[src/aes_pkg.sv]
/*
 * shared widths and typedefs for the aes-256 device, command kinds,
 * the forward s-box and the round helper functions
 */
package aes_pkg;

    // one 128-bit block or half key, byte 0 in the top bits
    typedef logic [127:0] block_t;
    typedef logic [127:0] round_key_t;
    // round index 0..14
    typedef logic [3:0]   key_addr_t;

    typedef enum logic
    {
        CMD_KEY  = 1'b0,
        CMD_DATA = 1'b1
    } cmd_kind_t;

    localparam int NUM_ROUNDS     = 14;
    localparam int NUM_ROUND_KEYS = 15;

    // forward s-box, entry 0 in the leftmost byte
    localparam logic [0:255][7:0] sbox = {
        128'h637c777bf26b6fc53001672bfed7ab76,
        128'hca82c97dfa5947f0add4a2af9ca472c0,
        128'hb7fd9326363ff7cc34a5e5f171d83115,
        128'h04c723c31896059a071280e2eb27b275,
        128'h09832c1a1b6e5aa0523bd6b329e32f84,
        128'h53d100ed20fcb15b6acbbe394a4c58cf,
        128'hd0efaafb434d338545f9027f503c9fa8,
        128'h51a3408f929d38f5bcb6da2110fff3d2,
        128'hcd0c13ec5f974417c4a77e3d645d1973,
        128'h60814fdc222a908846eeb814de5e0bdb,
        128'he0323a0a4906245cc2d3ac629195e479,
        128'he7c8376d8dd54ea96c56f4ea657aae08,
        128'hba78252e1ca6b4c6e8dd741f4bbd8b8a,
        128'h703eb5664803f60e613557b986c11d9e,
        128'he1f8981169d98e949b1e87e9ce5528df,
        128'h8ca1890dbfe6426841992d0fb054bb16
    };

    // multiply by x in gf(2^8)
    function automatic logic [7:0] xtime(input logic [7:0] b);
        return {b[6:0], 1'b0} ^ (b[7] ? 8'h1b : 8'h00);
    endfunction

    function automatic logic [31:0] sub_word(input logic [31:0] w);
        return {sbox[w[31:24]], sbox[w[23:16]], sbox[w[15:8]], sbox[w[7:0]]};
    endfunction

    // cyclic left shift by one byte
    function automatic logic [31:0] rot_word(input logic [31:0] w);
        return {w[23:0], w[31:24]};
    endfunction

    function automatic block_t sub_bytes(input block_t s);
        block_t r;
        for (int i = 0; i < 16; i++)
            r[8*i +: 8] = sbox[s[8*i +: 8]];
        return r;
    endfunction

    // byte n of the block is row n%4, column n/4
    function automatic block_t shift_rows(input block_t s);
        block_t r;
        for (int c = 0; c < 4; c++)
            for (int row = 0; row < 4; row++)
                r[127 - 8*(4*c + row) -: 8] = s[127 - 8*(4*((c + row) % 4) + row) -: 8];
        return r;
    endfunction

    function automatic block_t mix_columns(input block_t s);
        block_t r;
        logic [7:0] a0, a1, a2, a3;
        for (int c = 0; c < 4; c++)
        begin
            {a0, a1, a2, a3} = s[127 - 32*c -: 32];
            // 2 3 1 1 circulant
            r[127 - 32*c -: 32] = {
                xtime(a0) ^ xtime(a1) ^ a1 ^ a2 ^ a3,
                a0 ^ xtime(a1) ^ xtime(a2) ^ a2 ^ a3,
                a0 ^ a1 ^ xtime(a2) ^ xtime(a3) ^ a3,
                xtime(a0) ^ a0 ^ a1 ^ a2 ^ xtime(a3)
            };
        end
        return r;
    endfunction

endpackage

[src/aes_key_store.sv]
/*
 * fifteen-entry round-key register file
 * synchronous write, combinational read
 */
`timescale 1ns/1ps

module aes_key_store (
    input  logic                clk,
    input  logic                resetn,
    input  logic                wr_en,
    input  aes_pkg::key_addr_t  wr_addr,
    input  aes_pkg::round_key_t wr_key,
    input  aes_pkg::key_addr_t  rd_addr,
    output aes_pkg::round_key_t rd_key
);

    aes_pkg::round_key_t keys [aes_pkg::NUM_ROUND_KEYS];

    always_ff @(posedge clk or negedge resetn)
    begin
        if (!resetn)
        begin
            for (int i = 0; i < aes_pkg::NUM_ROUND_KEYS; i++)
                keys[i] <= '0;
        end
        else if (wr_en && (wr_addr < aes_pkg::NUM_ROUND_KEYS))
        begin
            keys[wr_addr] <= wr_key;
        end
    end

    // index 15 has no entry, reads as zero
    assign rd_key = (rd_addr < aes_pkg::NUM_ROUND_KEYS) ? keys[rd_addr] : '0;

endmodule

[config.mk]
export PLATFORM = sky130hd
export DESIGN_NAME = aes_key_store
export DESIGN_NICKNAME = d
export VERILOG_FILES = /design/src/aes_pkg.sv /design/src/aes_key_store.sv
export SDC_FILE = /design/constraint.sdc
export NUM_CORES = 2
export LEC_CHECK = 0
export ABC_AREA = 1
export BUFFER_PORTS_ARGS = -buffer_cell sky130_fd_sc_hd__buf_2
export CAP_MARGIN = 30
export CORE_MARGIN = 2
export CORE_UTILIZATION = 25
export CTS_BUF_LIST = sky130_fd_sc_hd__clkbuf_8
export DETAILED_ROUTE_END_ITERATION = 16
export GPL_TIMING_DRIVEN = 1
export PLACE_DENSITY = 0.38
export SETUP_SLACK_MARGIN = 0.1
export SYNTH_ARGS = -nofsm -noshare
export SYNTH_HDL_FRONTEND = slang
export SYNTH_SLANG_ARGS = --single-unit
export TNS_END_PERCENT = 1
[constraint.sdc]
create_clock -name clk -period 1.7 [get_ports clk]
set_input_delay 0.17 -clock clk [delete_from_list [all_inputs] [get_ports clk]]
set_output_delay 0.17 -clock clk [all_outputs]
set_load 0.05 [all_outputs]
# After elaboration in Yosys (flattened, before gate mapping)
# Cells that the tools add are included.
[op_classes]
reduce_logical = 2
n_eq_ne = 0
n_mul = 0
bitwise_logic = 2
muxes = 7
div_mod_pow = 0
n_addsub = 0
shift = 0
magnitude_cmp = 5
[op_table]
columns = ["op", "n"]
rows = [
  ["$bwmux W1920", 1],
  ["$bmux W128 S4", 1],
  ["$demux W128 S4", 1],
  ["$mux W128", 4],
  ["$ge A5 B5 Y1 const B", 2],
  ["$not A4 Y5", 2],
  ["$lt A4 B4 Y1 const B", 2],
  ["$lt A5 B1 Y1 const B", 1],
  ["$logic_and A1 B1 Y1", 2],
]
[totals]
latchBits = 0
ramBits = 0
rom_bits = 0
word_cells = 31
mem_count = 0
ff_bits = 1920

# Depth between registers and ports, before layout
[depth]
ltp_word = 6
mapped_depth = 12
ltp_nobuf = 9

# Least setup slack after synthesis
# No wires, ideal clock.
[synth_path]
path_type = "input port to output port"
startpoint = "in rd_addr[0]"
endpoint = "out rd_key[124]"
path_buffers = 4
arrival_time_ps = 1567
cell_stages = 8
setup_slack_ps = -37
cell_sequence = "buf_2 -> buf_2 -> buf_2 -> clkbuf_1 -> o211ai_1 -> nand2_1 -> nand3_1 -> nand2_1"
[synth_between]
elab_chain_len = 5
word_cells_on_any_way = 6
cone_classes = "order compare: 1; mux: 4; bitwise: 1"
[synth_rtl]
columns = ["item", "line_no", "rtl"]
rows = [
  ["start, declared", "aes_key_store.sv:13", "input aes_pkg::key_addr_t rd_addr,"],
  ["$not A4 Y5 (implied by the code)", "aes_key_store.sv:33", "assign rd_key = (rd_addr < aes_pkg::NUM_ROUND_KEYS) ? keys[rd_addr] : '0;"],
  ["$bmux W128 S4", "aes_key_store.sv:33", ""],
  ["$mux W128 (implied by the code) (2 in series)", "aes_key_store.sv:33", ""],
  ["$mux W128 *", "aes_key_store.sv:33", ""],
  ["end, declared", "aes_key_store.sv:14", "output aes_pkg::round_key_t rd_key"],
]
# Mark *: on every way between the ends. The rest lies on a longest branch, timed or not. The select of a mux whose other input is x is not followed.

# Worst setup path in the final report
[layout_path]
startpoint = "reg keys[756] in the netlist's numbering"
endpoint = "out rd_key[116]"
[layout_between]
elab_chain_len = 4
[layout_rtl]
columns = ["item", "line_no", "rtl"]
rows = [
  ["start, declared", "aes_key_store.sv:17", "aes_pkg::round_key_t keys [aes_pkg::NUM_ROUND_KEYS];"],
  ["start signal, assigned by index", "aes_key_store.sv:28", "keys[wr_addr] <= wr_key;"],
  ["$bmux W128 S4", "aes_key_store.sv:33", ""],
  ["$mux W128 (implied by the code) (2 in series)", "aes_key_store.sv:33", ""],
  ["$mux W128", "aes_key_store.sv:33", ""],
]
# No other way between the ends. The select of a mux whose other input is x is not followed.

==> results.txt <==
Crit path required time - 1.53 ns
IO Count - 267
minimum clock period - 2.41 ns
Max Cap Violations - 0
Netlist Area Pre-Place - 91,000 µm²
total congestion overflow - 0
Worst R2R Start - keys[1255]$_DFFE_PN0P_
sequential share of the synthesized area - 0.528
layout cell share with drive strength beyond 1 - 0.143
ys async rst share - 1.00
top cells by area, synth - dfrtp_1 53%, nand2_1 19%, o21ai_0 9.0%
Die H - 607 µm
Synth Flop Type - dfrtp_1
max reg flops - 1,920
CTS tree - done
vias in the first global route - 82,709
Reg power frac - 0.440
synthesized flop and latch total - 1,920
Port Buffers - 266
Reg clk slew, reported paths - 0.06 ns
Peak Freq - 415 MHz
switching part of the total - 0.320
Syn Inst Count - 12,228
crit end category - primary output
routed len/inst - 19.8 µm
leakage power - 58.4 nW
Cells after DPL - 17,086
status - finished, violations left
TritonCTS Buffers - 382
Critical Path AT - 2.24 ns
HP Start - wr_en
Residual DRC - 0
Synth top cells by count - 4,595 x nand2_1, 1,920 x dfrtp_1, 1,628 x o21ai_0
Worst Slack Setup Final - -0.708 ns
Comb power frac - 0.206
Vias per Instance - 4.48
Max VDD drop - 0.616 mV
P_sw - 43.9 mW
Clock power frac - 0.354
count of final hold-check violations - 0
Initial DRC Count - 5,842
PwrDens - 1170 nW/µm²
Initial Util - 0.251
final std cells w/o fill - 18,048
period utilization - 1.42
DRT antenna net count - 0
Hold Path Depth - 7
Final Skew - 0 ns
Synthesized Nets - 12,367
root buf cell - clkbuf_8
GRT Util Overall - 0.192
Largest regs - keys: 1920 flops
clk_lat worst skew - 1.04 ns
DP HPWL - 230,000 µm
largest fanout on the critical path - 2
Biggest register - keys
CTS Buffer Depth - 4
die width - 607 µm
H-tree levels - 5
post-synth cell types - 17
final-report setup violation count - 133
drt pass-1 iters - 6
Layout area overhead - 28.8%
RSZ-0062 raised after global routing - true
largest net degree at the start of global routing - 96
critical path class - flop to primary output
reg2reg end - keys[1255]$_DFFE_PN0P_
Pint - 93.3 mW
DP Area - 105,000 µm²
Die Area - 369,000 µm²
initial antenna violation count - 15
num rows - 221
Post-synth EDFFs - 0
Worst R2R Path Depth - 3
Routability Congestion - 0.783
Finished Cell Area - 117,000 µm²
most numerous cell in the Yosys netlist - nand2_1
NumNets Final - 13,109
core area - 362,000 µm²
Startpoint Class - flop
cell taking the most area after synthesis - dfrtp_1
Ys Warns - 0
WL final - 357,000 µm
relative slew slack - 0.472
routed via count - 80,789
average instance area after synthesis - 7.44 µm²
failing checks - setup timing
# clock sinks - 1,920
Worst Max-Slew Pin Slew - 0.792 ns
WHS Endpoint - keys[1676]$_DFFE_PN0P_
first-pass GRT wire length - 545,000 µm
Final Core Density - 0.324
Tightest Hold Check Type - input port to flop
top cell type's share of synthesized area - 0.528
flop-to-flop setup slack - 0.54 ns
fin. max-slew vios - 0
-- worst max path at each step --
stage | slack (ns) | to | startpoint
after global placement | -0.39 | rd_key[61] | rd_addr[0]
after global routing | -0.87 | rd_key[116] | keys[628]$_DFFE_PN0P_
after floorplan | 0.008 | rd_key[81] | rd_addr[0]
after CTS | -0.85 | rd_key[110] | keys[494]$_DFFE_PN0P_
after detailed placement | -0.36 | rd_key[103] | rd_addr[0]
final | -0.71 | rd_key[116] | keys[756]$_DFFE_PN0P_
-- layout make-up --
type,count,area [µm²]
clock buffers,489,6730
repair buffers,1287,15100
clock inverters,174,987
well taps,4794,6000
diodes,5,12.5
flip-flops and latches,1920,48000
fillers,38790,245000
inverters,1338,5060
multi-input cells,8041,35300
-- power groups by stage --
stage / logic (mW) / clock network, mW / registers, mW
floorplan: 17.5 / 0 / 59.7
global placement: 26.7 / 0 / 60.8
detailed placement: 27.1 / 0 / 61.0
CTS: 28.6 / 50.4 / 60.3
global route: 32.5 / 52.5 / 61.5
finish: 28.3 / 48.5 / 60.3
-- placed cells by master, fill, tap and decap left out, types with 2 or more instances in the layout --
| cell type | synthesis | routed |
|---|---|---|
| o21ai_2 | 0 | 2 |
| nor3_1 | 2 | 2 |
| nor2_2 | 0 | 7 |
| o21ai_1 | 0 | 8 |
| inv_6 | 0 | 10 |
| buf_6 | 0 | 77 |
| nand2_2 | 0 | 142 |
| dlygate4sd3_1 | 0 | 281 |
| inv_2 | 2 | 53 |
| nor2_1 | 548 | 535 |
| nor2_4 | 0 | 6 |
| inv_1 | 1335 | 1400 |
| buf_12 | 0 | 371 |
| nand2_1 | 4595 | 4409 |
| nand3_1 | 797 | 716 |
| buf_4 | 0 | 405 |
| inv_8 | 0 | 6 |
| nand2_4 | 0 | 44 |
| clkinvlp_4 | 0 | 3 |
| inv_12 | 0 | 2 |
| bufinv_16 | 0 | 6 |
| buf_2 | 238 | 139 |
| dfrtp_1 | 1920 | 1920 |
| o21ai_0 | 1628 | 1618 |
| clkinv_2 | 0 | 28 |
| buf_8 | 0 | 12 |
| clkinv_8 | 0 | 4 |
| nand3b_1 | 30 | 30 |
| o211ai_1 | 101 | 101 |
| nand3_2 | 0 | 81 |
| diode_2 | 0 | 5 |
| clkbuf_8 | 0 | 489 |
| a21oi_1 | 338 | 338 |
-- worst max-delay path, stage by stage, from the launching register on --
cell and delay (ns):
dfrtp_1 0.39, inv_1 0.06, nand2_1 0.06, nand3_2 0.08, nand2_1 0.06, nand2_1 0.07
nand2_1 0.05, inv_1 0.06, nand2_2 0.06, buf_12 0.14, buf_12 0.14
-- kinds of logic (layout without fill, tap and decap cells) --
logic type	after synthesis	after routing	share of synthesized area
AOI/OAI and AO/OA	2067	2067	0.116
buffers and inverters	2267	3288	0.0968
DFF	1920	1920	0.528
other	0	5	0
and+or+nand+nor	5974	5974	0.259
-- per-layer routing --
| metal | part of all wire | GRT usage |
|---|---|---|
| met3 | 0.037 | 0.0232 |
| met1 | 0.46 | 0.260 |
| met5 | 0.00030 | 0 |
| met2 | 0.48 | 0.326 |
| met4 | 0.022 | 0.0461 |
-- stage by stage --
stage / worst slack, ns / power [mW] / hold slack (ns) / setup TNS, ns
after global routing: -0.875 / 147 / 0.00982 / -101.26
after detailed placement: -0.358 / 88.0 / 0.435 / -77.93
after CTS: -0.853 / 139 / 0.00116 / -130.82
after floorplan: 0.00845 / 77.2 / -0.126 / 0
final: -0.708 / 137 / 0.0461 / -77.58
after global placement: -0.393 / 87.5 / 0.428 / -86.60
-- what timing repair did --
action | in CTS | in global routing
cloned | 0 | 0
buffers inserted | 1 | 4
gates resized for setup | 333 | 130
hold buffers | 282 | 6
setup endpoints to repair | 128 | 619
hold endpoints to repair | 3840 | 81
pin swaps | 49 | 46
(Power assumes the default switching activity.)
