### src/aes_pkg.sv
/*
 * shared widths and typedefs for the aes-256 device, command kinds,
 * the forward s-box and the round helper functions
 */
package aes_pkg;

    // one 128-bit block or half key, byte 0 in the top bits
    typedef logic [127:0] block_t;
    typedef logic [127:0] round_key_t;
    // round index 0..14
    typedef logic [3:0]   key_addr_t;

    typedef enum logic
    {
        CMD_KEY  = 1'b0,
        CMD_DATA = 1'b1
    } cmd_kind_t;

    localparam int NUM_ROUNDS     = 14;
    localparam int NUM_ROUND_KEYS = 15;

    // forward s-box, entry 0 in the leftmost byte
    localparam logic [0:255][7:0] sbox = {
        128'h637c777bf26b6fc53001672bfed7ab76,
        128'hca82c97dfa5947f0add4a2af9ca472c0,
        128'hb7fd9326363ff7cc34a5e5f171d83115,
        128'h04c723c31896059a071280e2eb27b275,
        128'h09832c1a1b6e5aa0523bd6b329e32f84,
        128'h53d100ed20fcb15b6acbbe394a4c58cf,
        128'hd0efaafb434d338545f9027f503c9fa8,
        128'h51a3408f929d38f5bcb6da2110fff3d2,
        128'hcd0c13ec5f974417c4a77e3d645d1973,
        128'h60814fdc222a908846eeb814de5e0bdb,
        128'he0323a0a4906245cc2d3ac629195e479,
        128'he7c8376d8dd54ea96c56f4ea657aae08,
        128'hba78252e1ca6b4c6e8dd741f4bbd8b8a,
        128'h703eb5664803f60e613557b986c11d9e,
        128'he1f8981169d98e949b1e87e9ce5528df,
        128'h8ca1890dbfe6426841992d0fb054bb16
    };

    // multiply by x in gf(2^8)
    function automatic logic [7:0] xtime(input logic [7:0] b);
        return {b[6:0], 1'b0} ^ (b[7] ? 8'h1b : 8'h00);
    endfunction

    function automatic logic [31:0] sub_word(input logic [31:0] w);
        return {sbox[w[31:24]], sbox[w[23:16]], sbox[w[15:8]], sbox[w[7:0]]};
    endfunction

    // cyclic left shift by one byte
    function automatic logic [31:0] rot_word(input logic [31:0] w);
        return {w[23:0], w[31:24]};
    endfunction

    function automatic block_t sub_bytes(input block_t s);
        block_t r;
        for (int i = 0; i < 16; i++)
            r[8*i +: 8] = sbox[s[8*i +: 8]];
        return r;
    endfunction

    // byte n of the block is row n%4, column n/4
    function automatic block_t shift_rows(input block_t s);
        block_t r;
        for (int c = 0; c < 4; c++)
            for (int row = 0; row < 4; row++)
                r[127 - 8*(4*c + row) -: 8] = s[127 - 8*(4*((c + row) % 4) + row) -: 8];
        return r;
    endfunction

    function automatic block_t mix_columns(input block_t s);
        block_t r;
        logic [7:0] a0, a1, a2, a3;
        for (int c = 0; c < 4; c++)
        begin
            {a0, a1, a2, a3} = s[127 - 32*c -: 32];
            // 2 3 1 1 circulant
            r[127 - 32*c -: 32] = {
                xtime(a0) ^ xtime(a1) ^ a1 ^ a2 ^ a3,
                a0 ^ xtime(a1) ^ xtime(a2) ^ a2 ^ a3,
                a0 ^ a1 ^ xtime(a2) ^ xtime(a3) ^ a3,
                xtime(a0) ^ a0 ^ a1 ^ a2 ^ xtime(a3)
            };
        end
        return r;
    endfunction

endpackage

### src/aes_cmd_queue.sv
/*
 * ordered command fifo, kind plus block per entry,
 * head dispatched to the key expander or the cipher core
 */
`timescale 1ns/1ps

module aes_cmd_queue #(
    parameter int FIFO_DEPTH = 8
) (
    input  logic               clk,
    input  logic               resetn,
    input  logic               in_valid,
    input  aes_pkg::cmd_kind_t in_kind,
    input  aes_pkg::block_t    in_data,
    input  logic               key_ready,
    input  logic               blk_ready,
    output logic               in_ready,
    output logic               key_valid,
    output aes_pkg::block_t    key_data,
    output logic               blk_valid,
    output aes_pkg::block_t    blk_data
);

    localparam int PTR_W = $clog2(FIFO_DEPTH);
    localparam int CNT_W = $clog2(FIFO_DEPTH + 1);

    aes_pkg::cmd_kind_t kind_mem [FIFO_DEPTH];
    aes_pkg::block_t    data_mem [FIFO_DEPTH];

    logic [PTR_W-1:0] wr_ptr;
    logic [PTR_W-1:0] rd_ptr;
    logic [CNT_W-1:0] count;
    logic             push;
    logic             pop;
    logic             push_d;
    logic             head_valid;

    assign in_ready = (count != CNT_W'(FIFO_DEPTH));
    assign push     = in_valid && in_ready;

    // entry written last cycle not yet visible at the head
    assign head_valid = (count > CNT_W'(push_d));

    // head steered by its kind
    assign key_valid = head_valid && (kind_mem[rd_ptr] == aes_pkg::CMD_KEY);
    assign blk_valid = head_valid && (kind_mem[rd_ptr] == aes_pkg::CMD_DATA);
    assign key_data  = data_mem[rd_ptr];
    assign blk_data  = data_mem[rd_ptr];

    assign pop = (key_valid && key_ready) || (blk_valid && blk_ready);

    // storage
    always_ff @(posedge clk)
    begin
        if (push)
        begin
            kind_mem[wr_ptr] <= in_kind;
            data_mem[wr_ptr] <= in_data;
        end
    end

    always_ff @(posedge clk or negedge resetn)
    begin
        if (!resetn)
        begin
            wr_ptr <= '0;
            rd_ptr <= '0;
            count  <= '0;
            push_d <= 1'b0;
        end
        else
        begin
            push_d <= push;
            if (push)
                wr_ptr <= (wr_ptr == PTR_W'(FIFO_DEPTH - 1)) ? '0 : wr_ptr + 1'b1;
            if (pop)
                rd_ptr <= (rd_ptr == PTR_W'(FIFO_DEPTH - 1)) ? '0 : rd_ptr + 1'b1;
            // fill count
            if (push && !pop)
                count <= count + 1'b1;
            else if (pop && !push)
                count <= count - 1'b1;
        end
    end

endmodule

### config.mk
export PLATFORM = sky130hd
export DESIGN_NAME = aes_cmd_queue
export DESIGN_NICKNAME = d
export VERILOG_FILES = /design/src/aes_pkg.sv /design/src/aes_cmd_queue.sv
export SDC_FILE = /design/constraint.sdc
export NUM_CORES = 1
export LEC_CHECK = 0
export ABC_AREA = 1
export BUFFER_PORTS_ARGS = -buffer_cell sky130_fd_sc_hd__clkbuf_2
export CAP_MARGIN = 25
export CORE_ASPECT_RATIO = 1.1
export CORE_MARGIN = 5
export CORE_UTILIZATION = 35
export CTS_CLUSTER_DIAMETER = 100
export DETAILED_ROUTE_END_ITERATION = 8
export GPL_TIMING_DRIVEN = 0
export SYNTH_ARGS = -nofsm -noshare
export SYNTH_HDL_FRONTEND = slang
export SYNTH_SLANG_ARGS = --single-unit
### constraint.sdc
create_clock -name clk -period 18.3 [get_ports clk]
set_input_delay 1.83 -clock clk [delete_from_list [all_inputs] [get_ports clk]]
set_output_delay 1.83 -clock clk [all_outputs]
set_load 0.1 [all_outputs]
Word level (Yosys, flattened, before mapping). Memory sizes are Yosys's and may differ from the RTL's. Cells that the tools add are included.

Equal/unequal tests: 3. Add/sub/neg operators: 4. Bitwise operators: 1. Magnitude comparators: 1. Reduce and logical (&&, ||, !) cells: 11. Mux-type cells: 6.

Operators with widths (count): 4-bit two-way mux (2); 1-bit logical AND (7); 3-bit by 1-bit adder with 3-bit output, second input constant (2); 3-bit == test, second input constant (2); 3-bit two-way mux (2); 4-bit by 1-bit adder with 4-bit output, second input constant (1); 4-bit by 1-bit > comparator with 1-bit output (1); 4-bit != test, second input constant (1); 4-bit by 1-bit subtractor with 4-bit output, second input constant (1); 1-bit logical NOT (2); 1-bit two-way mux (2); 2-bit nonzero test (1); 1-bit logical OR (1); 1-bit NOT (1).

Register bits: 11. Memories: 2. Bits of input ports: 134. RAM bits: 1032.

Memory list: data_mem (depth 8, bits a word 128, rd ports 1, clocked after memory_dff 0, wr ports 1, line aes_cmd_queue.sv:28) `aes_pkg::block_t data_mem [FIFO_DEPTH];`; kind_mem (depth 8, bits a word 1, rd ports 1, clocked after memory_dff 0, wr ports 1, line aes_cmd_queue.sv:27) `aes_pkg::cmd_kind_t kind_mem [FIFO_DEPTH];`.

Depth between registers and ports, before layout. Gate-level depths: netlist of the first run. An unclocked memory read counts as a cell.

Depth in word-level cells: 8. Depth in mapped cells: 19.

Worst setup path before layout of the first run. No wires, ideal clock.

Kind: input port to flip-flop. From: input in_valid. To: memory data_mem[0][0] (netlist name), enable pin. Arrival: 7555 ps. Stages: 4. Path slack: 10127 ps. Library setup time: 619 ps. Data required time: 17681 ps. Path buffers: 0. Cell sequence: nand2_1 inv_1 nand2_1 nor2_1.

Word-level cells in the longest chain between the ends: 3.

Ends and longest elaborated chain: from (decl) (line aes_cmd_queue.sv:12) `input logic in_valid,`; 1-bit logical AND (line aes_cmd_queue.sv:39) `assign push = in_valid && in_ready;`; net push (line aes_cmd_queue.sv:33) `logic push;`; 1-bit two-way mux (line aes_cmd_queue.sv:55) `if (push)`; 1-bit two-way mux (not written as such) (line aes_cmd_queue.sv:58) `data_mem[wr_ptr] <= in_data;`; to (decl) (line aes_cmd_queue.sv:28).

The timed path passes the listed nets, and every way through them passes these cells.

Worst setup path after layout of the first run.
From: register rd_ptr[0]. To: output key_data[5].

Word-level cells in the longest chain between the ends: 1.

Ends and longest elaborated chain: from (decl) (line aes_cmd_queue.sv:31) `logic [PTR_W-1:0] rd_ptr;`; from (signal assigned) (line aes_cmd_queue.sv:77) `rd_ptr <= (rd_ptr == PTR_W'(FIFO_DEPTH - 1)) ? '0 : rd_ptr + 1'b1;`; memory 8 x 128 bit; to (decl) (line aes_cmd_queue.sv:19) `output aes_pkg::block_t key_data,`.

No other way between the ends.

==> results.cfg, run 1 <==
[clock_network]
cts_buffers = 104
clkTransAtPathRegs_ps = 60
cts.repair.resized = 0
htreeDepth = 3
clock-sinks = 1043
postCtsSetupBuffers = 0
cts-root-buf = clkbuf_16
ctsHoldBuffers = 0
cts_buffer_depth = 3
clk_latency_ps = 680
cts_tree = done

[floorplanning]
die_w_um = 337
num_rows = 132
start_util_pct = 35.1
core-area_mm2 = 0.117
io_pins = 393
die_h_um = 370
fp.dieArea_mm2 = 0.125

[flow_run]
cap_violations = 0

[sta]
relSlewSlack_pct = 39.2
skew_ps = 23.2
slew_violations = 0
worstMarginPinSlew_ps = 910
setup_viol = 0
fin_crit_ps = 5540
fmax_ghz = 0.181
final.period_utilization_pct = 30.3
rsz0062_at_grt = no
fin_setup_tns_ps = 0
hold_viol = 0

[final_layout]
multiInputGateArea_mm2 = 0.00803
drive_gt1_share_pct = 20.8
synthToLayoutAreaGrowth_pct = 19.7
ff_latch_area_mm2 = 0.0313
nets = 3816
fillers = 10700

[synthesis]
synth_seq_cells = 1043
synth_compound_area_share_pct = 10.2
netlist.area_leader.share_pct = 75.1
syn_area_mm2 = 0.0413
seq_area_frac_synth_pct = 75.8
synth_area_leaders = edfxtp_1, o21ai_0, nor2_1, o22ai_1, nand2_1
synth_nets = 3274
synth_fa_ha_area_share_pct = 0.291
synth_top_family_by_area = compound AO/OA/AOI/OAI gates
yosysWarnings = 0
yosys.cell_types.count = 27
synthSimpleGateAreaFrac_pct = 8.73
synth-xor-area-share_pct = 0.0637
yosys.area.top_type = edfxtp_1
yosys-mux-area-fraction_pct = 0.0273
syn_inst = 3131
avgSynthCellArea_um2 = 13.2

[worst_hold_path]
whs_endpoint = count[2]
whs_path_depth = 2
worstHoldPathType = flop to flop
hp-start = count[2]

[grt]
grt_pass1_wl_um = 171000
grt_pass1_vias = 25800
grt_usage_pct = 18.6
antenna_found_initial = 19
grt-ovfl-total = 0
grt_max_degree = 29

[critical_path]
timing.rr.start = count[0]
cp-end-kind = output pin
ff2ff_setup_slack_ps = 15260
cp_max_fo = 10
cp.required_ps = 16470
crit_arrival_ps = 3710
path_class = flop to output pin
startpoint_type = flop
reg2reg_depth = 15
r2r-end = count[3]

[route]
routedWlPerCell_um = 22.6
dr.first_iter.drc_count = 2476
drtAntennaViolNets = 0
vias = 26900
routed_wl_um = 120000
drtPass1Iterations = 9
avgViaCountPerCell = 5.07
drc = 0

[placement]
gp_congestion = 0.761
port_buffers = 392
dp_hpwl_um = 78500

[status]
status = completed
[sequential cells by signal, indices dropped and copies added (netlist names)]
register / cells
data_mem: 1024
count: 4
wr_ptr: 3
push_d: 1
kind_mem: 8
rd_ptr: 3
[area by class of cell]
type / instances / share of cell area (%)
multi-input cells: 1738 / 16.3
repair buffers: 436 / 5.81
plain buffers: 328 / 3.93
inverters: 22 / 0.172
diodes: 12 / 0.0608
flip-flops and latches: 1043 / 63.3
well taps: 1541 / 3.91
clock inverters: 54 / 0.892
clock buffers: 136 / 5.64
[cells in the final DEF, fill, tap and decap left out, types with 2 or more instances in the layout]
master         n
inv_6          2
buf_8          2
nand3_2        3
ha_1           8
diode_2       12
nor2_1       516
inv_8          2
inv_1         20
or2_2          2
nand3_1       10
clkinv_1      27
nor2_4         8
clkbuf_2     394
buf_6         13
buf_16         4
clkinvlp_4     4
buf_1          4
clkbuf_1     157
buf_12        39
clkinv_8       4
clkbuf_16    105
xnor2_1        2
clkbuf_8       4
clkinv_2       9
buf_2         29
o22ai_1      257
dfrtp_1       11
o21ai_0      515
bufinv_16      5
edfxtp_1    1032
a21oi_1        4
nand2_1      408
buf_4        149
[synthesized netlist by cell type (all sizes together)]
cell    instances
dfrtp          11
clkbuf        132
edfxtp       1032
a21oi           4
fa              1
xor2            1
nand4           1
buf           196
o22ai         257
nand3          13
mux2            1
or2             2
nor2          524
o21ai         515
nand2         409
ha              8
xnor2           2
inv            22
[metal layers]
| layer | wire [um] | global-route usage (%) |
|---|---|---|
| met3 | 9470 | 3.80 |
| met4 | 2780 | 5.29 |
| met5 | 71 | 0 |
| met1 | 49500 | 24.8 |
| met2 | 57900 | 30.9 |
[through the flow]
stage / hold WS [ps] / area [um^2] / setup WS [ps] / util (%) / cells
CTS: 547 / 49300 / 12640 / 42.0 / 5298
finish: 549 / 49400 / 12760 / 42.0 / 5310
global placement: 504 / 45100 / 4150 / 38.4 / 5064
floorplan: 478 / 41300 / 10130 / - / 3131
detailed placement: 532 / 46100 / 13380 / 39.3 / 5108
global route: 583 / 49300 / 12540 / 42.0 / 5300
[critical path, cell delays in order (launching register included)]
cell and delay (ps):
dfrtp_1 370, buf_6 160, buf_8 150, buf_2 500
clkbuf_1 560, nor2_1 120, o22ai_1 150, nand2_1 70
nand2_1 320, buf_4 170, clkbuf_2 440
[logic make-up after synthesis]
logic type,Yosys count
AND/OR/NAND/NOR,949
multiplexers,1
buffers and inverters,350
adder cells (fa/ha/maj),9
XOR/XNOR,3
flip-flops,1043
AO/OA/AOI/OAI,776
[worst max path at each step]
| stage | cells after the start | endpoint | start |
|---|---|---|---|
| CTS | 10 | key_data[127] | rd_ptr[0] |
| floorplan | 4 | data_mem[0][0] | in_valid |
| detailed placement | 10 | key_data[127] | rd_ptr[0] |
| global route | 10 | key_data[72] | rd_ptr[1] |
| finish | 10 | key_data[5] | rd_ptr[0] |
| global placement | 5 | data_mem[3][49] | in_valid |
Power of run 1 is not shown: default switching activity piles up to over one toggle a cycle in this logic, so the estimate is an artifact.
==> run 2: changes to the inputs <==
clock period = 5 ns   (was 18.3 ns; I/O delays follow)
==> results.cfg, run 2 (synthesis gave the netlist of run 1 again) <==
[critical_path]
path_class = flop to output pin
cp.required_ps = 4500
ff2ff_setup_slack_ps = 1980
cp_max_fo = 10
crit_arrival_ps = 3920
cp-end-kind = output pin
cp-startpoint = rd_ptr[0]
startpoint_type = flop
timing.rr.start = count[0]

[grt]
grt_max_degree = 29
grt_pass1_wl_um = 174000
antenna_found_initial = 21
grt-ovfl-total = 0
grt_pass1_vias = 26000
grt_usage_pct = 18.8

[clock_network]
cts_buffer_depth = 3
cts_tree = done
cts-root-buf = clkbuf_16
clkTransAtPathRegs_ps = 60
cts_buffers = 106
htreeDepth = 3
clk_latency_ps = 680
postCtsSetupBuffers = 0
clock-sinks = 1043

[sta]
fin_setup_tns_ps = 0
rsz0062_at_grt = no
setup_viol = 0
skew_ps = 24.5
slew_violations = 0
final.period_utilization_pct = 88.5
relSlewSlack_pct = 45.0
fin_crit_ps = 4420
fmax_ghz = 0.226
worstMarginPinSlew_ps = 825
layout_setup_ws_ps = 577
hold_viol = 0

[final_layout]
finish.utilization_pct = 42.4
final_common_cell = edfxtp_1
synthToLayoutAreaGrowth_pct = 20.6
nets = 3823
multiInputGateArea_mm2 = 0.00803
mostFrequentLayoutCells = edfxtp_1, nor2_1, o21ai_0, nand2_1, clkbuf_2
largest_register_ffs = 1024
fillers = 10700
largest-register = data_mem
drive_gt1_share_pct = 21.5
ff_latch_area_mm2 = 0.0313
top_regs = data_mem (1024), kind_mem (8), count (4)

[route]
routed_wl_um = 121000
drtAntennaViolNets = 0
drtPass1Iterations = 5
dr.first_iter.drc_count = 2573
routedWlPerCell_um = 22.7
drc = 0
avgViaCountPerCell = 5.05
vias = 26900

[floorplanning]
fp.dieArea_mm2 = 0.125
die_w_um = 337
io_pins = 393
num_rows = 132
die_h_um = 370
core-area_mm2 = 0.117
start_util_pct = 35.1

[worst_hold_path]
hp-start = in_data[12]
worstHoldPathType = primary input to flop

[placement]
port_buffers = 392
dp_hpwl_um = 78700
gp_congestion = 0.755
place_ws_ps = 1370

[status]
status = completed

[flow_run]
cap_violations = 0
## run 2: cell types whose count changed in the layout (fill, tap and decap cells not counted), sizes merged
cell / delta
clkinvlp: +2
buf: +4
bufinv: +9
inv: +4
dlygate4sd3: +1
diode: +3
clkbuf: -16
clkinv: +1
## run 2: repair_timing
item	CTS	global route
gates resized for setup	0	0
hold buffers	1	0
endpoints found under the hold margin	11	0
## run 2: worst max-delay path, stage by stage, from the launching register on
cell,delay (ps)
dfrtp_1,380
buf_6,160
buf_8,150
buf_2,510
clkbuf_1,690
nor2_1,120
o22ai_1,200
nand2_1,80
nand2_1,320
buf_4,170
clkbuf_2,440
## run 2: routing by layer
layer / track usage [%] / part of all wire [%]
met2: 32.1 / 49
met4: 5.54 / 2.7
met3: 4.04 / 8.1
met1: 24.2 / 40
met5: 0 / 0.041
## run 2: cell type report
class                   count  area share (%)
diodes                     15          0.0755
plain buffers             328            3.89
clock inverters            70            1.53
flip-flops and latches   1043            62.8
well taps                1541            3.88
inverters                  22           0.171
multi-input cells        1738            16.1
repair buffers            441            6.04
clock buffers             120            5.44
## run 2: final timing paths
path / cells past startpoint / endpoint
max reg2reg: 15 / count[3]
max: 10 / key_data[5]
min: 1 / data_mem[3][12]
min reg2reg: 2 / count[2]
max in group asynchronous: 2 / rd_ptr[2]
min in group asynchronous: 2 / count[3]
## run 2: through the flow
step / hold WS (ps) / std cells / instance area, um^2
after floorplan: 204 / 3131 / 41300
after global placement: 396 / 5064 / 45200
after detailed placement: 405 / 5112 / 46200
after CTS: 41.3 / 5303 / 49700
after global routing: 69.5 / 5305 / 49700
final: 97.3 / 5318 / 49700
Power of run 2 is left out for the same reason.
==> run 3: changes to the inputs <==
CORE_MARGIN = 4   (was 5)
PLACE_DENSITY = 0.61   (was not set)
==> results.cfg, run 3 (synthesis gave the netlist of run 1 again) <==
[sta]
final.period_utilization_pct = 86.8
fin_setup_tns_ps = 0
relSlewSlack_pct = 38.1
slew_violations = 0
hold_viol = 0
rsz0062_at_grt = no
skew_ps = 19.2
setup_viol = 0
fin_crit_ps = 4340
fmax_ghz = 0.230
worstMarginPinSlew_ps = 927

[final_layout]
mostFrequentLayoutCells = edfxtp_1, nor2_1, o21ai_0, nand2_1, clkbuf_2
top_regs = data_mem (1024), kind_mem (8), count (4)
largest_register_ffs = 1024
nets = 3819
fillers = 10700
largest-register = data_mem
drive_gt1_share_pct = 21.0
multiInputGateArea_mm2 = 0.00803
ff_latch_area_mm2 = 0.0313
final_common_cell = edfxtp_1
synthToLayoutAreaGrowth_pct = 19.8

[clock_network]
cts_tree = done
clkTransAtPathRegs_ps = 60
cts_buffer_depth = 3
clock-sinks = 1043
clk_latency_ps = 670
cts_buffers = 105
cts-root-buf = clkbuf_16
cts.repair.resized = 0
htreeDepth = 3

[route]
drc = 0
routed_wl_um = 119000
avgViaCountPerCell = 5.11
drtPass1Iterations = 5
drtAntennaViolNets = 0
vias = 27100
routedWlPerCell_um = 22.5
dr.first_iter.drc_count = 2556

[critical_path]
cp_common_cell = nand2_1
cp_cell_sequence = buf_6 > buf_8 > buf_2 > clkbuf_1 > nor2_1 > o22ai_1 > nand2_1 > nand2_1 > buf_4 > clkbuf_2
crit_slowest_cell = clkbuf_1
path_class = flop to output pin
crit_arrival_ps = 3840
cp.required_ps = 4500
cp_max_fo = 10
crit_family = buffers and inverters
max_stage_delay_ps = 670
path_buf_inv = 6
cp-end-kind = output pin
startpoint_type = flop

[floorplanning]
die_w_um = 335
fp.dieArea_mm2 = 0.123
io_pins = 393
die_h_um = 368
start_util_pct = 35.4
core-area_mm2 = 0.117
num_rows = 131

[grt]
grt-ovfl-total = 0
grt_pass1_vias = 26100
grt_max_degree = 29
grt_pass1_wl_um = 173000
grt_usage_pct = 18.8
antenna_found_initial = 24

[placement]
gp_congestion = 0.758
port_buffers = 392
dp_hpwl_um = 78800

[flow_run]
cap_violations = 0

[worst_hold_path]
worstHoldPathType = primary input to flop

[status]
status = completed
-- run 3: cell count changes in the layout (fill, tap and decap cells not counted), moves of 2 or more --
cell / change
clkinv_1: +14
bufinv_16: -9
buf_16: -4
clkinvlp_4: -4
clkbuf_1: +3
clkinv_8: +3
inv_6: -3
clkinv_4: -2
-- run 3: what timing repair did --
item,4_1_cts,5_1_grt
hold endpoints to repair,11,0
hold buffers,1,0
setup buffers,0,0
-- run 3: final cells by class --
class	count	share of cell area, %
Antenna cell	15	0.0760
Buffer	328	3.92
Inverter	22	0.172
Clock inverter	68	1.01
Timing Repair Buffer	438	5.89
Tap cell	1529	3.87
Multi-Input combinational cell	1738	16.2
Sequential cell	1043	63.3
Clock buffer	124	5.55
-- run 3: final timing paths --
check / start / to / depth (start not counted) / slack [ps]
max: rd_ptr[0] / key_data[5] / 10 / 660
min in group asynchronous: resetn / count[0] / 2 / 250
min: in_data[62] / data_mem[3][62] / 1 / 100
max reg2reg: count[0] / count[3] / 15 / 1930
min reg2reg: count[2] / count[2] / 2 / 540
max in group asynchronous: resetn / wr_ptr[0] / 2 / 4530
-- run 3: metal layers --
layer	share of wire (%)	vias up	global-route usage, %
met5	0.089	-	0
met4	2.4	14	5.71
met2	50	1111	32.0
met3	8.3	190	3.95
met1	40	13400	24.1
li1	-	12400	-
-- run 3: worst reg2reg max path: stages (launching register included) --
cell     delay (ps)
dfrtp_1         450
inv_1            90
ha_1            290
or2_2           290
nand3_1         120
nand4_1         270
nand2_2         180
inv_1            60
ha_1            170
inv_1           140
ha_1            290
a21oi_1         150
nand2_1          80
a21oi_1         120
o21ai_0         110
xor2_1          150
-- run 3: through the flow --
stage               hold WS (ps)  area, um^2  instances  setup WS [ps]  util, %
CTS                         45.5       49400       5290            656     42.4
floorplan                    204       41300       3131           -487        -
detailed placement           398       46100       5097           1400     39.6
global route                86.5       49400       5292            544     42.4
global placement             395       45200       5052          -3380     38.8
finish                      99.3       49400       5305            659     42.4
Power of run 3 is left out for the same reason.
